[src/rtl/cnn_pkg.sv]
package cnn_pkg;

	// ----------------------------------------------------------
	// Fixed sizes and bus constants
	// ----------------------------------------------------------
	localparam int N_TAPS  = 9;
	localparam int REG_LSB = 2;
	localparam int PIX_LSB = 6;

	localparam logic [1:0] HTRANS_NONSEQ = 2'b10;
	localparam logic [1:0] HTRANS_SEQ    = 2'b11;
	localparam logic       HRESP_OKAY    = 1'b0;

	// Slave register map, word index in haddr[5:2]
	typedef enum logic [3:0] {
		REG_WIDTH_HEIGHT = 4'd0,
		REG_DELAY        = 4'd1,
		REG_LAYER_CFG    = 4'd2,
		REG_WEIGHT       = 4'd3,
		REG_PARAM        = 4'd4,
		REG_IMAGE        = 4'd5,
		REG_START        = 4'd6,
		REG_DONE         = 4'd7
	} reg_idx_e;

	typedef enum logic [1:0] {
		ST_IDLE,
		ST_STARTUP,
		ST_HSYNC,
		ST_DATA
	} ctrl_state_e;

	// ----------------------------------------------------------
	// Data types
	// ----------------------------------------------------------
	typedef logic        [11:0] dim_t;
	typedef logic        [11:0] delay_t;
	typedef logic        [7:0]  pix_t;
	typedef logic signed [7:0]  weight_t;
	// Window position 0..8 in raster order
	typedef logic        [3:0]  tap_t;
	typedef logic signed [19:0] acc_t;
	typedef logic signed [15:0] param_t;
	typedef logic        [4:0]  shift_t;
	typedef logic signed [47:0] prod_t;

	localparam tap_t TAP_CENTRE = 4'd4;

endpackage

[src/rtl/ahb_cfg_slave.sv]
`timescale 1ns/100ps

module ahb_cfg_slave #(
	parameter int MAX_W          = 16,
	parameter int MAX_H          = 16,
	parameter int START_UP_DELAY = 4,
	parameter int HSYNC_DELAY    = 2,
	localparam int ADDR_W        = $clog2(MAX_W * MAX_H)
) (
	input  logic                                     clk,
	input  logic                                     rstn,
	input  logic                                     hsel_i,
	input  logic                                     hready_i,
	input  logic [1:0]                               htrans_i,
	input  logic                                     hwrite_i,
	input  logic [31:0]                              haddr_i,
	input  logic [31:0]                              hwdata_i,
	input  logic                                     busy_i,
	input  logic                                     frame_last_i,
	output logic                                     hreadyout_o,
	output logic                                     hresp_o,
	output logic [31:0]                              hrdata_o,
	output cnn_pkg::dim_t                            width_o,
	output cnn_pkg::dim_t                            height_o,
	output cnn_pkg::delay_t                          startup_dly_o,
	output cnn_pkg::delay_t                          hsync_dly_o,
	output logic                                     is_conv3x3_o,
	output logic                                     act_linear_o,
	output cnn_pkg::shift_t                          bias_shift_o,
	output cnn_pkg::shift_t                          out_shift_o,
	output cnn_pkg::param_t                          scale_o,
	output cnn_pkg::param_t                          bias_o,
	output cnn_pkg::weight_t [cnn_pkg::N_TAPS-1:0]   weights_o,
	output logic                                     img_we_o,
	output logic [ADDR_W-1:0]                        img_addr_o,
	output cnn_pkg::pix_t                            img_data_o,
	output logic                                     start_o
);
	import cnn_pkg::*;

	reg_idx_e          sel_q;
	logic              wr_q;
	logic [ADDR_W-1:0] pix_idx_q;
	logic              done_q;

	assign hreadyout_o = 1'b1;
	assign hresp_o     = HRESP_OKAY;

	// ----------------------------------------------------------
	// Address phase
	// ----------------------------------------------------------
	always_ff @(posedge clk or negedge rstn) begin
		if (!rstn) begin
			sel_q     <= REG_WIDTH_HEIGHT;
			wr_q      <= 1'b0;
			pix_idx_q <= '0;
		end else if (hsel_i && hready_i &&
				(htrans_i == HTRANS_NONSEQ || htrans_i == HTRANS_SEQ)) begin
			sel_q     <= reg_idx_e'(haddr_i[REG_LSB +: 4]);
			wr_q      <= hwrite_i;
			pix_idx_q <= haddr_i[PIX_LSB +: ADDR_W];
		end else begin
			wr_q <= 1'b0;
		end
	end

	// ----------------------------------------------------------
	// Data phase writes
	// ----------------------------------------------------------
	always_ff @(posedge clk or negedge rstn) begin
		if (!rstn) begin
			width_o       <= dim_t'(MAX_W);
			height_o      <= dim_t'(MAX_H);
			startup_dly_o <= delay_t'(START_UP_DELAY);
			hsync_dly_o   <= delay_t'(HSYNC_DELAY);
			is_conv3x3_o  <= 1'b1;
			act_linear_o  <= 1'b0;
			bias_shift_o  <= '0;
			out_shift_o   <= '0;
			scale_o       <= param_t'(1);
			bias_o        <= '0;
			weights_o     <= '0;
		end else if (wr_q) begin
			case (sel_q)
				REG_WIDTH_HEIGHT: begin
					width_o  <= hwdata_i[11:0];
					height_o <= hwdata_i[27:16];
				end
				REG_DELAY: begin
					startup_dly_o <= hwdata_i[11:0];
					hsync_dly_o   <= hwdata_i[23:12];
				end
				REG_LAYER_CFG: begin
					is_conv3x3_o <= hwdata_i[0];
					act_linear_o <= hwdata_i[1];
					bias_shift_o <= hwdata_i[12:8];
					out_shift_o  <= hwdata_i[20:16];
				end
				REG_WEIGHT: begin
					// Tap index beyond the window is dropped
					if (hwdata_i[3:0] < N_TAPS)
						weights_o[hwdata_i[3:0]] <= weight_t'(hwdata_i[15:8]);
				end
				REG_PARAM: begin
					scale_o <= hwdata_i[15:0];
					bias_o  <= hwdata_i[31:16];
				end
				default: begin
				end
			endcase
		end
	end

	// Pixel write goes straight to the image buffer
	assign img_we_o   = wr_q && (sel_q == REG_IMAGE);
	assign img_addr_o = pix_idx_q;
	assign img_data_o = hwdata_i[7:0];

	// Start pulse and done flag
	always_ff @(posedge clk or negedge rstn) begin
		if (!rstn) begin
			start_o <= 1'b0;
			done_q  <= 1'b0;
		end else begin
			start_o <= wr_q && (sel_q == REG_START) && hwdata_i[0] && !busy_i;
			if (start_o)
				done_q <= 1'b0;
			else if (frame_last_i)
				done_q <= 1'b1;
		end
	end

	// ----------------------------------------------------------
	// Read data
	// ----------------------------------------------------------
	always_comb begin
		case (sel_q)
			REG_WIDTH_HEIGHT: hrdata_o = {4'b0, height_o, 4'b0, width_o};
			REG_DELAY:        hrdata_o = {8'b0, hsync_dly_o, startup_dly_o};
			REG_LAYER_CFG:    hrdata_o = {11'b0, out_shift_o, 3'b0, bias_shift_o,
						6'b0, act_linear_o, is_conv3x3_o};
			REG_PARAM:        hrdata_o = {bias_o, scale_o};
			REG_START:        hrdata_o = {31'b0, busy_i};
			REG_DONE:         hrdata_o = {31'b0, done_q};
			default:          hrdata_o = 32'h0;
		endcase
	end

endmodule

[src/rtl/conv_frame_ctrl.sv]
`timescale 1ns/100ps

module conv_frame_ctrl (
	input  logic            clk,
	input  logic            rstn,
	input  logic            start_i,
	input  cnn_pkg::dim_t   width_i,
	input  cnn_pkg::dim_t   height_i,
	input  cnn_pkg::delay_t startup_dly_i,
	input  cnn_pkg::delay_t hsync_dly_i,
	input  logic            is_conv3x3_i,
	output logic            tap_vld_o,
	output cnn_pkg::tap_t   tap_o,
	output cnn_pkg::dim_t   row_o,
	output cnn_pkg::dim_t   col_o,
	output logic            first_tap_o,
	output logic            last_tap_o,
	output logic            frame_end_o,
	output logic            busy_o
);
	import cnn_pkg::*;

	ctrl_state_e state;
	delay_t      dly_cnt;
	dim_t        row;
	dim_t        col;
	tap_t        tap;
	tap_t        tap_start;
	logic        first_tap;
	logic        last_tap;
	logic        last_col;
	logic        last_row;

	// 1x1 mode only visits the centre tap
	assign tap_start = is_conv3x3_i ? tap_t'(0) : TAP_CENTRE;
	assign first_tap = is_conv3x3_i ? (tap == tap_t'(0)) : 1'b1;
	assign last_tap  = is_conv3x3_i ? (tap == tap_t'(N_TAPS - 1)) : 1'b1;
	assign last_col  = (col == width_i - dim_t'(1));
	assign last_row  = (row == height_i - dim_t'(1));

	// ----------------------------------------------------------
	// Frame sequencing
	// ----------------------------------------------------------
	always_ff @(posedge clk or negedge rstn) begin
		if (!rstn) begin
			state   <= ST_IDLE;
			dly_cnt <= '0;
			row     <= '0;
			col     <= '0;
			tap     <= '0;
		end else begin
			case (state)
				ST_IDLE: begin
					if (start_i) begin
						state   <= ST_STARTUP;
						dly_cnt <= startup_dly_i;
						row     <= '0;
						col     <= '0;
					end
				end
				ST_STARTUP: begin
					if (dly_cnt == '0) begin
						state   <= ST_HSYNC;
						dly_cnt <= hsync_dly_i;
					end else begin
						dly_cnt <= dly_cnt - 1'b1;
					end
				end
				ST_HSYNC: begin
					if (dly_cnt == '0) begin
						state <= ST_DATA;
						tap   <= tap_start;
					end else begin
						dly_cnt <= dly_cnt - 1'b1;
					end
				end
				ST_DATA: begin
					if (!last_tap) begin
						tap <= tap + 1'b1;
					end else begin
						tap <= tap_start;
						if (!last_col) begin
							col <= col + 1'b1;
						end else begin
							col <= '0;
							if (last_row) begin
								state <= ST_IDLE;
							end else begin
								// Next row waits the row delay again
								row     <= row + 1'b1;
								dly_cnt <= hsync_dly_i;
								state   <= ST_HSYNC;
							end
						end
					end
				end
				default: state <= ST_IDLE;
			endcase
		end
	end

	// One tap per cycle while in ST_DATA
	assign tap_vld_o   = (state == ST_DATA);
	assign tap_o       = tap;
	assign row_o       = row;
	assign col_o       = col;
	assign first_tap_o = tap_vld_o & first_tap;
	assign last_tap_o  = tap_vld_o & last_tap;
	assign frame_end_o = last_tap_o & last_col & last_row;
	assign busy_o      = (state != ST_IDLE);

endmodule

[src/rtl/window_fetch.sv]
`timescale 1ns/100ps

module window_fetch #(
	parameter int MAX_W  = 16,
	parameter int MAX_H  = 16,
	localparam int ADDR_W = $clog2(MAX_W * MAX_H)
) (
	input  logic              clk,
	input  logic              rstn,
	input  logic              img_we_i,
	input  logic [ADDR_W-1:0] img_addr_i,
	input  cnn_pkg::pix_t     img_data_i,
	input  logic              tap_vld_i,
	input  cnn_pkg::tap_t     tap_i,
	input  cnn_pkg::dim_t     row_i,
	input  cnn_pkg::dim_t     col_i,
	input  logic              first_tap_i,
	input  logic              last_tap_i,
	input  logic              frame_end_i,
	input  cnn_pkg::dim_t     width_i,
	input  cnn_pkg::dim_t     height_i,
	output logic              px_vld_o,
	output cnn_pkg::pix_t     px_o,
	output cnn_pkg::tap_t     px_tap_o,
	output logic              px_first_o,
	output logic              px_last_o,
	output logic              px_frame_end_o
);
	import cnn_pkg::*;

	pix_t              mem [MAX_W * MAX_H];
	logic              up;
	logic              down;
	logic              left;
	logic              right;
	logic              pad;
	dim_t              nb_row;
	dim_t              nb_col;
	logic [23:0]       nb_lin;
	logic [ADDR_W-1:0] rd_addr;

	// ----------------------------------------------------------
	// Neighbour address from the tap offset
	// ----------------------------------------------------------
	assign up    = (tap_i <= 4'd2);
	assign down  = (tap_i >= 4'd6);
	assign left  = (tap_i == 4'd0) || (tap_i == 4'd3) || (tap_i == 4'd6);
	assign right = (tap_i == 4'd2) || (tap_i == 4'd5) || (tap_i == 4'd8);

	// Taps that fall off the frame edge read as zero
	assign pad = (up    && row_i == '0) ||
		     (down  && row_i == height_i - dim_t'(1)) ||
		     (left  && col_i == '0) ||
		     (right && col_i == width_i - dim_t'(1));

	assign nb_row  = row_i - dim_t'(up) + dim_t'(down);
	assign nb_col  = col_i - dim_t'(left) + dim_t'(right);
	// Image stored in raster order at the current frame width
	assign nb_lin  = nb_row * width_i + nb_col;
	assign rd_addr = nb_lin[ADDR_W-1:0];

	always_ff @(posedge clk) begin
		if (img_we_i)
			mem[img_addr_i] <= img_data_i;
	end

	always_ff @(posedge clk) begin
		px_o     <= pad ? '0 : mem[rd_addr];
		px_tap_o <= tap_i;
	end

	// Flags follow the read by one cycle
	always_ff @(posedge clk or negedge rstn) begin
		if (!rstn) begin
			px_vld_o       <= 1'b0;
			px_first_o     <= 1'b0;
			px_last_o      <= 1'b0;
			px_frame_end_o <= 1'b0;
		end else begin
			px_vld_o       <= tap_vld_i;
			px_first_o     <= first_tap_i;
			px_last_o      <= last_tap_i;
			px_frame_end_o <= frame_end_i;
		end
	end

endmodule

[src/rtl/conv_mac.sv]
`timescale 1ns/100ps

module conv_mac (
	input  logic                                   clk,
	input  logic                                   rstn,
	input  logic                                   px_vld_i,
	input  cnn_pkg::pix_t                          px_i,
	input  cnn_pkg::tap_t                          px_tap_i,
	input  logic                                   px_first_i,
	input  logic                                   px_last_i,
	input  logic                                   px_frame_end_i,
	input  cnn_pkg::weight_t [cnn_pkg::N_TAPS-1:0] weights_i,
	output logic                                   acc_vld_o,
	output cnn_pkg::acc_t                          acc_o,
	output logic                                   acc_frame_end_o
);
	import cnn_pkg::*;

	logic signed [16:0] prod;
	acc_t               acc_base;

	// Unsigned pixel times signed weight
	assign prod     = $signed({1'b0, px_i}) * weights_i[px_tap_i];
	assign acc_base = px_first_i ? acc_t'(0) : acc_o;

	always_ff @(posedge clk) begin
		if (px_vld_i)
			acc_o <= acc_base + acc_t'(prod);
	end

	// Sum is complete the cycle after the last tap
	always_ff @(posedge clk or negedge rstn) begin
		if (!rstn) begin
			acc_vld_o       <= 1'b0;
			acc_frame_end_o <= 1'b0;
		end else begin
			acc_vld_o       <= px_vld_i & px_last_i;
			acc_frame_end_o <= px_vld_i & px_last_i & px_frame_end_i;
		end
	end

endmodule

[src/rtl/requant_act.sv]
`timescale 1ns/100ps

module requant_act (
	input  logic            clk,
	input  logic            rstn,
	input  logic            acc_vld_i,
	input  cnn_pkg::acc_t   acc_i,
	input  logic            acc_frame_end_i,
	input  cnn_pkg::param_t scale_i,
	input  cnn_pkg::param_t bias_i,
	input  cnn_pkg::shift_t bias_shift_i,
	input  cnn_pkg::shift_t out_shift_i,
	input  logic            act_linear_i,
	output logic            pix_vld_o,
	output cnn_pkg::pix_t   pix_o,
	output logic            frame_last_o
);
	import cnn_pkg::*;

	prod_t scaled;
	prod_t bias_ext;
	prod_t shifted;
	pix_t  act;

	// ----------------------------------------------------------
	// Scale, bias and output shift
	// ----------------------------------------------------------
	assign scaled   = prod_t'(acc_i) * prod_t'(scale_i);
	assign bias_ext = prod_t'(bias_i) <<< bias_shift_i;
	assign shifted  = (scaled + bias_ext) >>> out_shift_i;

	always_comb begin
		if (act_linear_i) begin
			// Signed byte range
			if (shifted < -128)
				act = 8'h80;
			else if (shifted > 127)
				act = 8'h7f;
			else
				act = shifted[7:0];
		end else begin
			if (shifted < 0)
				act = 8'h00;
			else if (shifted > 255)
				act = 8'hff;
			else
				act = shifted[7:0];
		end
	end

	always_ff @(posedge clk) begin
		if (acc_vld_i)
			pix_o <= act;
	end

	always_ff @(posedge clk or negedge rstn) begin
		if (!rstn) begin
			pix_vld_o    <= 1'b0;
			frame_last_o <= 1'b0;
		end else begin
			pix_vld_o    <= acc_vld_i;
			frame_last_o <= acc_vld_i & acc_frame_end_i;
		end
	end

endmodule

[src/rtl/cnn_conv_top.sv]
`timescale 1ns/100ps

module cnn_conv_top #(
	parameter int MAX_W          = 16,
	parameter int MAX_H          = 16,
	parameter int START_UP_DELAY = 4,
	parameter int HSYNC_DELAY    = 2
) (
	input  logic          clk,
	input  logic          rstn,
	input  logic          hsel_i,
	input  logic          hready_i,
	input  logic [1:0]    htrans_i,
	input  logic          hwrite_i,
	input  logic [31:0]   haddr_i,
	input  logic [31:0]   hwdata_i,
	output logic          hreadyout_o,
	output logic          hresp_o,
	output logic [31:0]   hrdata_o,
	output cnn_pkg::pix_t pix_o,
	output logic          pix_vld_o,
	output logic          frame_last_o
);
	import cnn_pkg::*;

	localparam int ADDR_W = $clog2(MAX_W * MAX_H);

	// Configuration
	dim_t                     width;
	dim_t                     height;
	delay_t                   startup_dly;
	delay_t                   hsync_dly;
	logic                     is_conv3x3;
	logic                     act_linear;
	shift_t                   bias_shift;
	shift_t                   out_shift;
	param_t                   scale;
	param_t                   bias;
	weight_t [N_TAPS-1:0]     weights;
	logic                     img_we;
	logic [ADDR_W-1:0]        img_addr;
	pix_t                     img_data;
	logic                     start;
	logic                     busy;

	// Tap stream
	logic                     tap_vld;
	tap_t                     tap;
	dim_t                     row;
	dim_t                     col;
	logic                     first_tap;
	logic                     last_tap;
	logic                     frame_end;

	// Datapath
	logic                     px_vld;
	pix_t                     px;
	tap_t                     px_tap;
	logic                     px_first;
	logic                     px_last;
	logic                     px_frame_end;
	logic                     acc_vld;
	acc_t                     acc;
	logic                     acc_frame_end;

	// ----------------------------------------------------------
	// Slave and controller
	// ----------------------------------------------------------
	ahb_cfg_slave #(
		.MAX_W(MAX_W), .MAX_H(MAX_H),
		.START_UP_DELAY(START_UP_DELAY), .HSYNC_DELAY(HSYNC_DELAY)
	) u_slave (
		.clk(clk), .rstn(rstn),
		.hsel_i(hsel_i), .hready_i(hready_i), .htrans_i(htrans_i),
		.hwrite_i(hwrite_i), .haddr_i(haddr_i), .hwdata_i(hwdata_i),
		.busy_i(busy), .frame_last_i(frame_last_o),
		.hreadyout_o(hreadyout_o), .hresp_o(hresp_o), .hrdata_o(hrdata_o),
		.width_o(width), .height_o(height),
		.startup_dly_o(startup_dly), .hsync_dly_o(hsync_dly),
		.is_conv3x3_o(is_conv3x3), .act_linear_o(act_linear),
		.bias_shift_o(bias_shift), .out_shift_o(out_shift),
		.scale_o(scale), .bias_o(bias), .weights_o(weights),
		.img_we_o(img_we), .img_addr_o(img_addr), .img_data_o(img_data),
		.start_o(start)
	);

	conv_frame_ctrl u_ctrl (
		.clk(clk), .rstn(rstn), .start_i(start),
		.width_i(width), .height_i(height),
		.startup_dly_i(startup_dly), .hsync_dly_i(hsync_dly),
		.is_conv3x3_i(is_conv3x3),
		.tap_vld_o(tap_vld), .tap_o(tap), .row_o(row), .col_o(col),
		.first_tap_o(first_tap), .last_tap_o(last_tap),
		.frame_end_o(frame_end), .busy_o(busy)
	);

	// ----------------------------------------------------------
	// Fetch, MAC and requantisation
	// ----------------------------------------------------------
	window_fetch #(.MAX_W(MAX_W), .MAX_H(MAX_H)) u_fetch (
		.clk(clk), .rstn(rstn),
		.img_we_i(img_we), .img_addr_i(img_addr), .img_data_i(img_data),
		.tap_vld_i(tap_vld), .tap_i(tap), .row_i(row), .col_i(col),
		.first_tap_i(first_tap), .last_tap_i(last_tap), .frame_end_i(frame_end),
		.width_i(width), .height_i(height),
		.px_vld_o(px_vld), .px_o(px), .px_tap_o(px_tap),
		.px_first_o(px_first), .px_last_o(px_last), .px_frame_end_o(px_frame_end)
	);

	conv_mac u_mac (
		.clk(clk), .rstn(rstn),
		.px_vld_i(px_vld), .px_i(px), .px_tap_i(px_tap),
		.px_first_i(px_first), .px_last_i(px_last), .px_frame_end_i(px_frame_end),
		.weights_i(weights),
		.acc_vld_o(acc_vld), .acc_o(acc), .acc_frame_end_o(acc_frame_end)
	);

	requant_act u_requant (
		.clk(clk), .rstn(rstn),
		.acc_vld_i(acc_vld), .acc_i(acc), .acc_frame_end_i(acc_frame_end),
		.scale_i(scale), .bias_i(bias),
		.bias_shift_i(bias_shift), .out_shift_i(out_shift),
		.act_linear_i(act_linear),
		.pix_vld_o(pix_vld_o), .pix_o(pix_o), .frame_last_o(frame_last_o)
	);

endmodule

[config.mk]
export PLATFORM = sky130hd
export DESIGN_NAME = cnn_conv_top
export DESIGN_NICKNAME = d
export VERILOG_FILES = /design/src/rtl/cnn_pkg.sv /design/src/rtl/ahb_cfg_slave.sv /design/src/rtl/conv_frame_ctrl.sv /design/src/rtl/window_fetch.sv /design/src/rtl/conv_mac.sv /design/src/rtl/requant_act.sv /design/src/rtl/cnn_conv_top.sv
export SDC_FILE = /design/constraint.sdc
export NUM_CORES = 2
export LEC_CHECK = 0
export ABC_CLOCK_PERIOD_IN_PS = 17200
export BUFFER_PORTS_ARGS = -buffer_cell sky130_fd_sc_hd__buf_2
export CAP_MARGIN = 10
export CORE_MARGIN = 2
export CORE_UTILIZATION = 30
export DETAILED_ROUTE_END_ITERATION = 10
export PLACE_DENSITY_LB_ADDON = 0.3
export SLEW_MARGIN = 15
export SYNTH_ARGS = -nofsm -noshare
export SYNTH_HDL_FRONTEND = slang
export SYNTH_SLANG_ARGS = --single-unit
[constraint.sdc]
create_clock -name clk -period 17.2 [get_ports clk]
set_input_delay 0.86 -clock clk [delete_from_list [all_inputs] [get_ports clk]]
set_output_delay 0.86 -clock clk [all_outputs]
set_load 0.01 [all_outputs]
; ---- After elaboration in Yosys (flattened, before gate mapping)
; Memories as Yosys holds them, arrays and structs flattened. A register that Yosys moved wholly into a read port is not among the register bits.
; Index checks and enable logic that the tools add are counted.
[op_classes]
add_sub_neg = 13
n_mul = 3
order_cmp = 10
eq_ne = 26
shifts = 2
mux = 45
bitwise_logic = 7
reduce_logical = 40
[ops]
columns = cell, n
row1 = $pmux 32 s6, 1
row2 = $mux 12, 12
row3 = $bwmux 72, 1
row4 = $mux 8, 7
row5 = $add 48x48->48, 1
row6 = $gt 48x8->1 const B, 1
row7 = $gt 48x9->1 const B, 1
row8 = $lt 48x1->1 const B, 1
row9 = $lt 48x8->1 const B, 1
row10 = $pmux 12 s2, 2
row11 = $pmux 12 s4, 1
row12 = $sshl 16x5->48, 1
row13 = $sshr 48x5->48, 1
row14 = $logic_not 12->1, 3
row15 = $mul 20x16->36, 1
row16 = $sub 12x1->12 const B, 3
row17 = $bmux 8 s4, 1
row18 = $demux 8 s4, 1
row19 = $add 12x1->12 const B, 2
row20 = $eq 12x12->1, 2
row21 = $eq 4x3->1 const B, 6
row22 = $add 20x17->20, 1
row23 = $mux 20, 1
row24 = $mul 9x8->17, 1
row25 = other kinds (35), 93
[totals]
register_bits = 261
mem_bits_rw = 2048
input_bits = 71
out_inout_bits = 44
memories = 1
[mem_list]
columns = memory, depth, width, read_ports, rd_clocked_by_memory_dff, wr, line
row1 = u_fetch.mem, 256, 8, 1, 1, 1, window_fetch.sv:31  ; pix_t mem [MAX_W * MAX_H];

; ---- Depth between registers and ports, before layout
[logic_depth]
depth_word = 7
depth_mapped = 48

; ---- By module
; A second synthesis with hierarchy kept.
[unflattened]
cells_unflattened = 7974
hier_area_um2 = 119274.4
[by_module_without_submodules]
columns = module, instances, cells_per_inst, area_per_inst_um2
row1 = window_fetch, 1, 4049, 82570.4
row2 = requant_act, 1, 2590, 21560.7
row3 = ahb_cfg_slave, 1, 518, 7474.7
row4 = conv_mac, 1, 393, 4171.5
row5 = conv_frame_ctrl, 1, 424, 3497.1

; ---- Worst setup path after synthesis
; Ideal clock, no wire load.
[synth_timing]
path_kind = reg2reg
from = reg u_mac.acc_o[19]
to = reg u_requant.pix_o[1], data pin
setup_time_ps = 271
arrival_ps = 10235
required_ps = 16929
slack_ps = 6693
path_stages_with_launch = 39
n_path_buf = 3
cell_sequence = edfxtp_1 > clkbuf_1 > nand2_1 > fa_1 > inv_1 > fa_1 > inv_1 > fa_1 > fa_1 > fa_1 > inv_1 > fa_1 > ha_1 > a21o_1 > a21o_1 > a221o_1 > or3b_1 > nand2_1 > [... 3 more ...] > inv_1 > ha_1 > a21oi_1 > nand2_1 > or4b_2 > nand3_1 > o211ai_1 > a21oi_1 > a2111oi_2 > a21oi_1 > nand2_1 > mux4_2 > a21oi_1 > a21oi_1 > nor4bb_1 > a41oi_1 > nor4_4 > o211ai_1
[synth_via]
elab_chain_len = 7
elab_cells_between_ends = 12
cone_classes = 1 x add/sub / 1 x mul / 4 x order compare / 1 x shift / 5 x mux
[synth_lines]
columns = element, line
row1 = start: declaration, conv_mac.sv:14  ; output cnn_pkg::acc_t acc_o,
row2 = start signal: assignment, conv_mac.sv:28  ; acc_o <= acc_base + acc_t'(prod);
row3 = $mul 20x16->36 *, requant_act.sv:28  ; assign scaled = prod_t'(acc_i) * prod_t'(scale_i);
row4 = $add 48x48->48 *, requant_act.sv:30  ; assign shifted = (scaled + bias_ext) >>> out_shift_i;
row5 = $sshr 48x5->48 *, requant_act.sv:30
row6 = $gt 48x9->1 / $gt 48x8->1 (equally long branches), "requant_act.sv:44, requant_act.sv:37"
row7 = $mux 8 (on tied branches), "requant_act.sv:44, requant_act.sv:37"
row8 = $mux 8 (on tied branches), "requant_act.sv:42, requant_act.sv:35"
row9 = $mux 8 *, requant_act.sv:33  ; if (act_linear_i) begin
row10 = net u_requant.act[1], requant_act.sv:23  ; pix_t act;
row11 = end signal: assignment, requant_act.sv:53  ; pix_o <= act;
row12 = end: declaration, requant_act.sv:15  ; output cnn_pkg::pix_t pix_o,
; Mark *: on every way through the listed nets, which the timed path passes. The rest lies on a longest branch.
; A chain may end at the register's enable or synchronous reset.

; ---- Worst setup path in the final report
[layout_timing]
from = reg u_slave.scale_o[15]
to = reg u_requant.pix_o[5], data pin
[layout_via]
elab_chain_len = 7
elab_cells_between_ends = 12
cone_classes = 1 x add/sub / 1 x mul / 4 x order compare / 1 x shift / 5 x mux
[layout_lines]
columns = element, line
row1 = start: declaration, ahb_cfg_slave.sv:31  ; output cnn_pkg::param_t scale_o,
row2 = start signal: assignment, ahb_cfg_slave.sv:80  ; scale_o <= param_t'(1);
row3 = start signal: assignment, ahb_cfg_slave.sv:105  ; scale_o <= hwdata_i[15:0];
row4 = $mul 20x16->36 *, requant_act.sv:28
row5 = $add 48x48->48 *, requant_act.sv:30
row6 = $sshr 48x5->48 *, requant_act.sv:30
row7 = $gt 48x9->1 / $gt 48x8->1 (equally long branches), "requant_act.sv:44, requant_act.sv:37"
row8 = $mux 8 (on tied branches), "requant_act.sv:44, requant_act.sv:37"
row9 = $mux 8 (on tied branches), "requant_act.sv:42, requant_act.sv:35"
row10 = $mux 8 *, requant_act.sv:33
row11 = net u_requant.act[5], requant_act.sv:23
; Marked as above.

==> impl_results.md <==
- Vias in the first global route: 65829
- Slew HR: 20.5%
- WS Path Type: reg -> reg
- Clock Root Buffer: clkbuf_16
- RSZ-0062 raised after global routing: false
- Clk_lat worst skew: between 0.9 and 1 ns
- CP required: 17.90 ns
- Total gr overflow: 0
- Slew Viols, Final: 0
- Worst R2R Start: u_slave.scale_o[15]$_DFFE_PN0P_
- HP Start: hwrite_i
- Starting Density: 30.1%
- Critical Path Max Stage Delay: 0.72 ns
- Fill cells: 36907
- Count leader, synth: edfxtp_1
- Width of the chip: 626 microns
- Slowest-stage cell, CP: clkinv_1
- Hold crit path type: in -> reg
- Final-report hold violation count: 0
- Nets: 8080
- Worst-path clk slew: 0.06 ns
- Num rows: around 230
- Distinct cells, synth: 106
- Setup TNS: 0 ns
- Post-DRT Antenna Nets: 0
- Mean routed wirelength per cell: 24.2 microns
- Top cells by count, synth: edfxtp_1, mux4_2, nor2_1
- Synth warn: 0
- WL final: between 300000 and 400000 microns
- Netlist Area Pre-Place: 116000 sq um
- Critical Path Start Type: register
- Pre-Repair DR Iteration Count: 7
- Async set or reset register ratio after synthesis: 9.88%
- Initial DRC Count: 5610
- Min Hold Slack: 0.222 ns
- # placed instances: approximately 12000
- Global-route wire length before repair: 452000 microns
- Total GRT Usage: 15.4%
- Critical Path Fanout Max: 17
- Non-Filler Instances: 12655
- Input/output buffers: 91
- Post-synthesis sequential element count: about 2300
- # H-tree levels: 4
- Placement Cell Area: 122000 sq um
- Mean Syn Cell Area: 15.8 sq um
- Dpl hpwl: 205000 microns
- Max Root-Sink Buffers: 4
- Syn Nets: 8035
- MaxCap Viol Count: 0
- Synth top area cells: edfxtp_1, mux4_2, fa_1
- Max Clock Skew: 0.108 ns
- Top cell type by total area after synthesis: edfxtp_1
- I/O pins: between 100 and 150
- Sequential share of the synthesized area: roughly 60%
- Period utilization: 74.0%
- CP Launch Point: u_slave.scale_o[15]$_DFFE_PN0P_
- R2r setup slk: roughly 4.5 ns
- Initial antenna violation count: 14
- Post-route design area: 130000 sq um
- Worst Reg-to-Reg Cells: 39
- Status: complete, no violations
- Area delta synth->final: 12.1%
- Die ar.: approximately 400000 sq um
- Final Setup Violations: 0
- Via/cell ratio: 5.07
- Routed vias: 64112
- CTS Buf Count: 238
- Fraction of layout cells with a size suffix above 1: about a fifth
- DRC: 0
- Ys flop type: edfxtp_1
- GPL Wtd Cong: 0.893
- Setup crit end: u_requant.pix_o[5]$_DFFE_PP_
- Largest net degree at the start of global routing: about 150
- Number of flops mapped to enable cells by yosys: around 2100
- Post-synth top area share: 53.8%
- Fmax achieved: 78.5 MHz
- Pin slew with the least headroom to its limit: 1.19 ns
- Post-route minimum period: 12.73 ns
- Postcts setup bufs: 0
- Top cell by count, worst path: fa_1
- Clk sinks: 2317
- Core area: 385000 sq um
- Worst EP arrival: roughly 13 ns
- Worst r2r dst: u_requant.pix_o[5]$_DFFE_PP_
- Die height: about 630 microns
- CTS tree: yes
- CP endpoint kind: register
- Cell count after synthesis: 7330
## worst min path at each step
stage | slack, ns | endpoint | depth (start not counted)
5_1_grt | 0.20 | u_slave.wr_q$_DFF_PN0_ | 3
4_1_cts | 0.14 | u_slave.wr_q$_DFF_PN0_ | 3
3_5_place_dp | 0.44 | u_requant.frame_last_o$_DFF_PN0_ | 1
6_report | 0.22 | u_slave.wr_q$_DFF_PN0_ | 3
2_1_floorplan | 0.35 | u_fetch.px_tap_o[2]$_DFF_P_ | 0
3_3_place_gp | 0.43 | u_requant.frame_last_o$_DFF_PN0_ | 1
## repair_timing
item,in CTS,in global routing
endpoints found under the hold margin,35,0
hold buffers,1,0
gates resized for setup,0,0
## stage by stage
stage          setup slack (ns)  util [%]
4_1_cts                    4.50      33.7
2_1_floorplan              6.69         -
3_5_place_dp               4.56      31.8
3_3_place_gp               4.63      31.8
6_report                   4.47      33.8
5_1_grt                    3.72      33.8
## cells by family (layout without fill, tap and decap cells)
family	after synthesis	count (layout)	share of synthesized area, %
XOR/XNOR	177	177	1.35
AND/OR/NAND/NOR	1570	1570	6.50
buffers and inverters	883	1125	2.92
adder cells (fa/ha/maj)	634	634	9.40
multiplexers	977	977	16.4
other	2	25	0.00648
AO/OA/AOI/OAI	770	770	4.56
flip-flops	2317	2317	58.9
## layout by cell type, fill, tap and decap left out, types with 44 or more instances in the layout
master,count
inv_1,479
mux2_2,202
nand2b_1,44
fa_1,394
mux2i_1,61
dfrtp_1,221
and2_1,276
a21oi_1,174
buf_2,82
clkbuf_1,46
nor2_1,521
clkbuf_16,241
nor3_1,65
mux4_2,710
nand2_1,391
clkinv_1,59
nand3_1,56
xnor2_1,133
nor2b_1,46
buf_4,103
ha_1,237
a211oi_1,63
edfxtp_1,2076
o21ai_0,130
## registers in the layout, indices dropped and copies added (netlist names), 12 cells and up
| register | cells |
|---|---|
| u_fetch.mem | 2048 |
| u_slave.weights_o | 72 |
| u_mac.acc_o | 20 |
| u_slave.bias_o | 16 |
| u_slave.scale_o | 16 |
| u_ctrl.col_o | 12 |
| u_ctrl.dly_cnt | 12 |
| u_ctrl.row_o | 12 |
| u_slave.height_o | 12 |
| u_slave.hsync_dly_o | 12 |
| u_slave.startup_dly_o | 12 |
| u_slave.width_o | 12 |
## metal layers
layer / GRT usage [%] / share of wire [%] / vias to the layer above
met3: 1.66 / 4.4 / 383
met4: 4.17 / 2.5 / 0
met5: 0 / 0 / -
met1: 20.9 / 43 / 34106
li1: - / - / 28004
met2: 26.1 / 50 / 1619
## worst max-delay path: cells and delay by family, from the launching register on
family / cells / cell delay [ns]
buffers and inverters: 3 / 0.85
xor gates and xnor gates: 1 / 0.19
DFF: 1 / 0.61
and+or+nand+nor: 9 / 2.41
AOI/OAI and AO/OA: 18 / 5.00
adders and majority gates: 8 / 3.51
## cell type report
class                   instances  area (sq um)  area share, %
diodes                         23          57.6         0.0443
clock buffers                 299          6370           4.90
clock inverters               138          1250          0.961
inverters                     484          1820           1.40
multi-input cells            4130         44400           34.1
flip-flops and latches       2317         68300           52.6
well taps                    5060          6330           4.87
repair buffers                204          1490           1.15
Power is left out: the tool's default activity adds up to more than one toggle a clock period on the data nets, which glitch-free logic cannot reach.
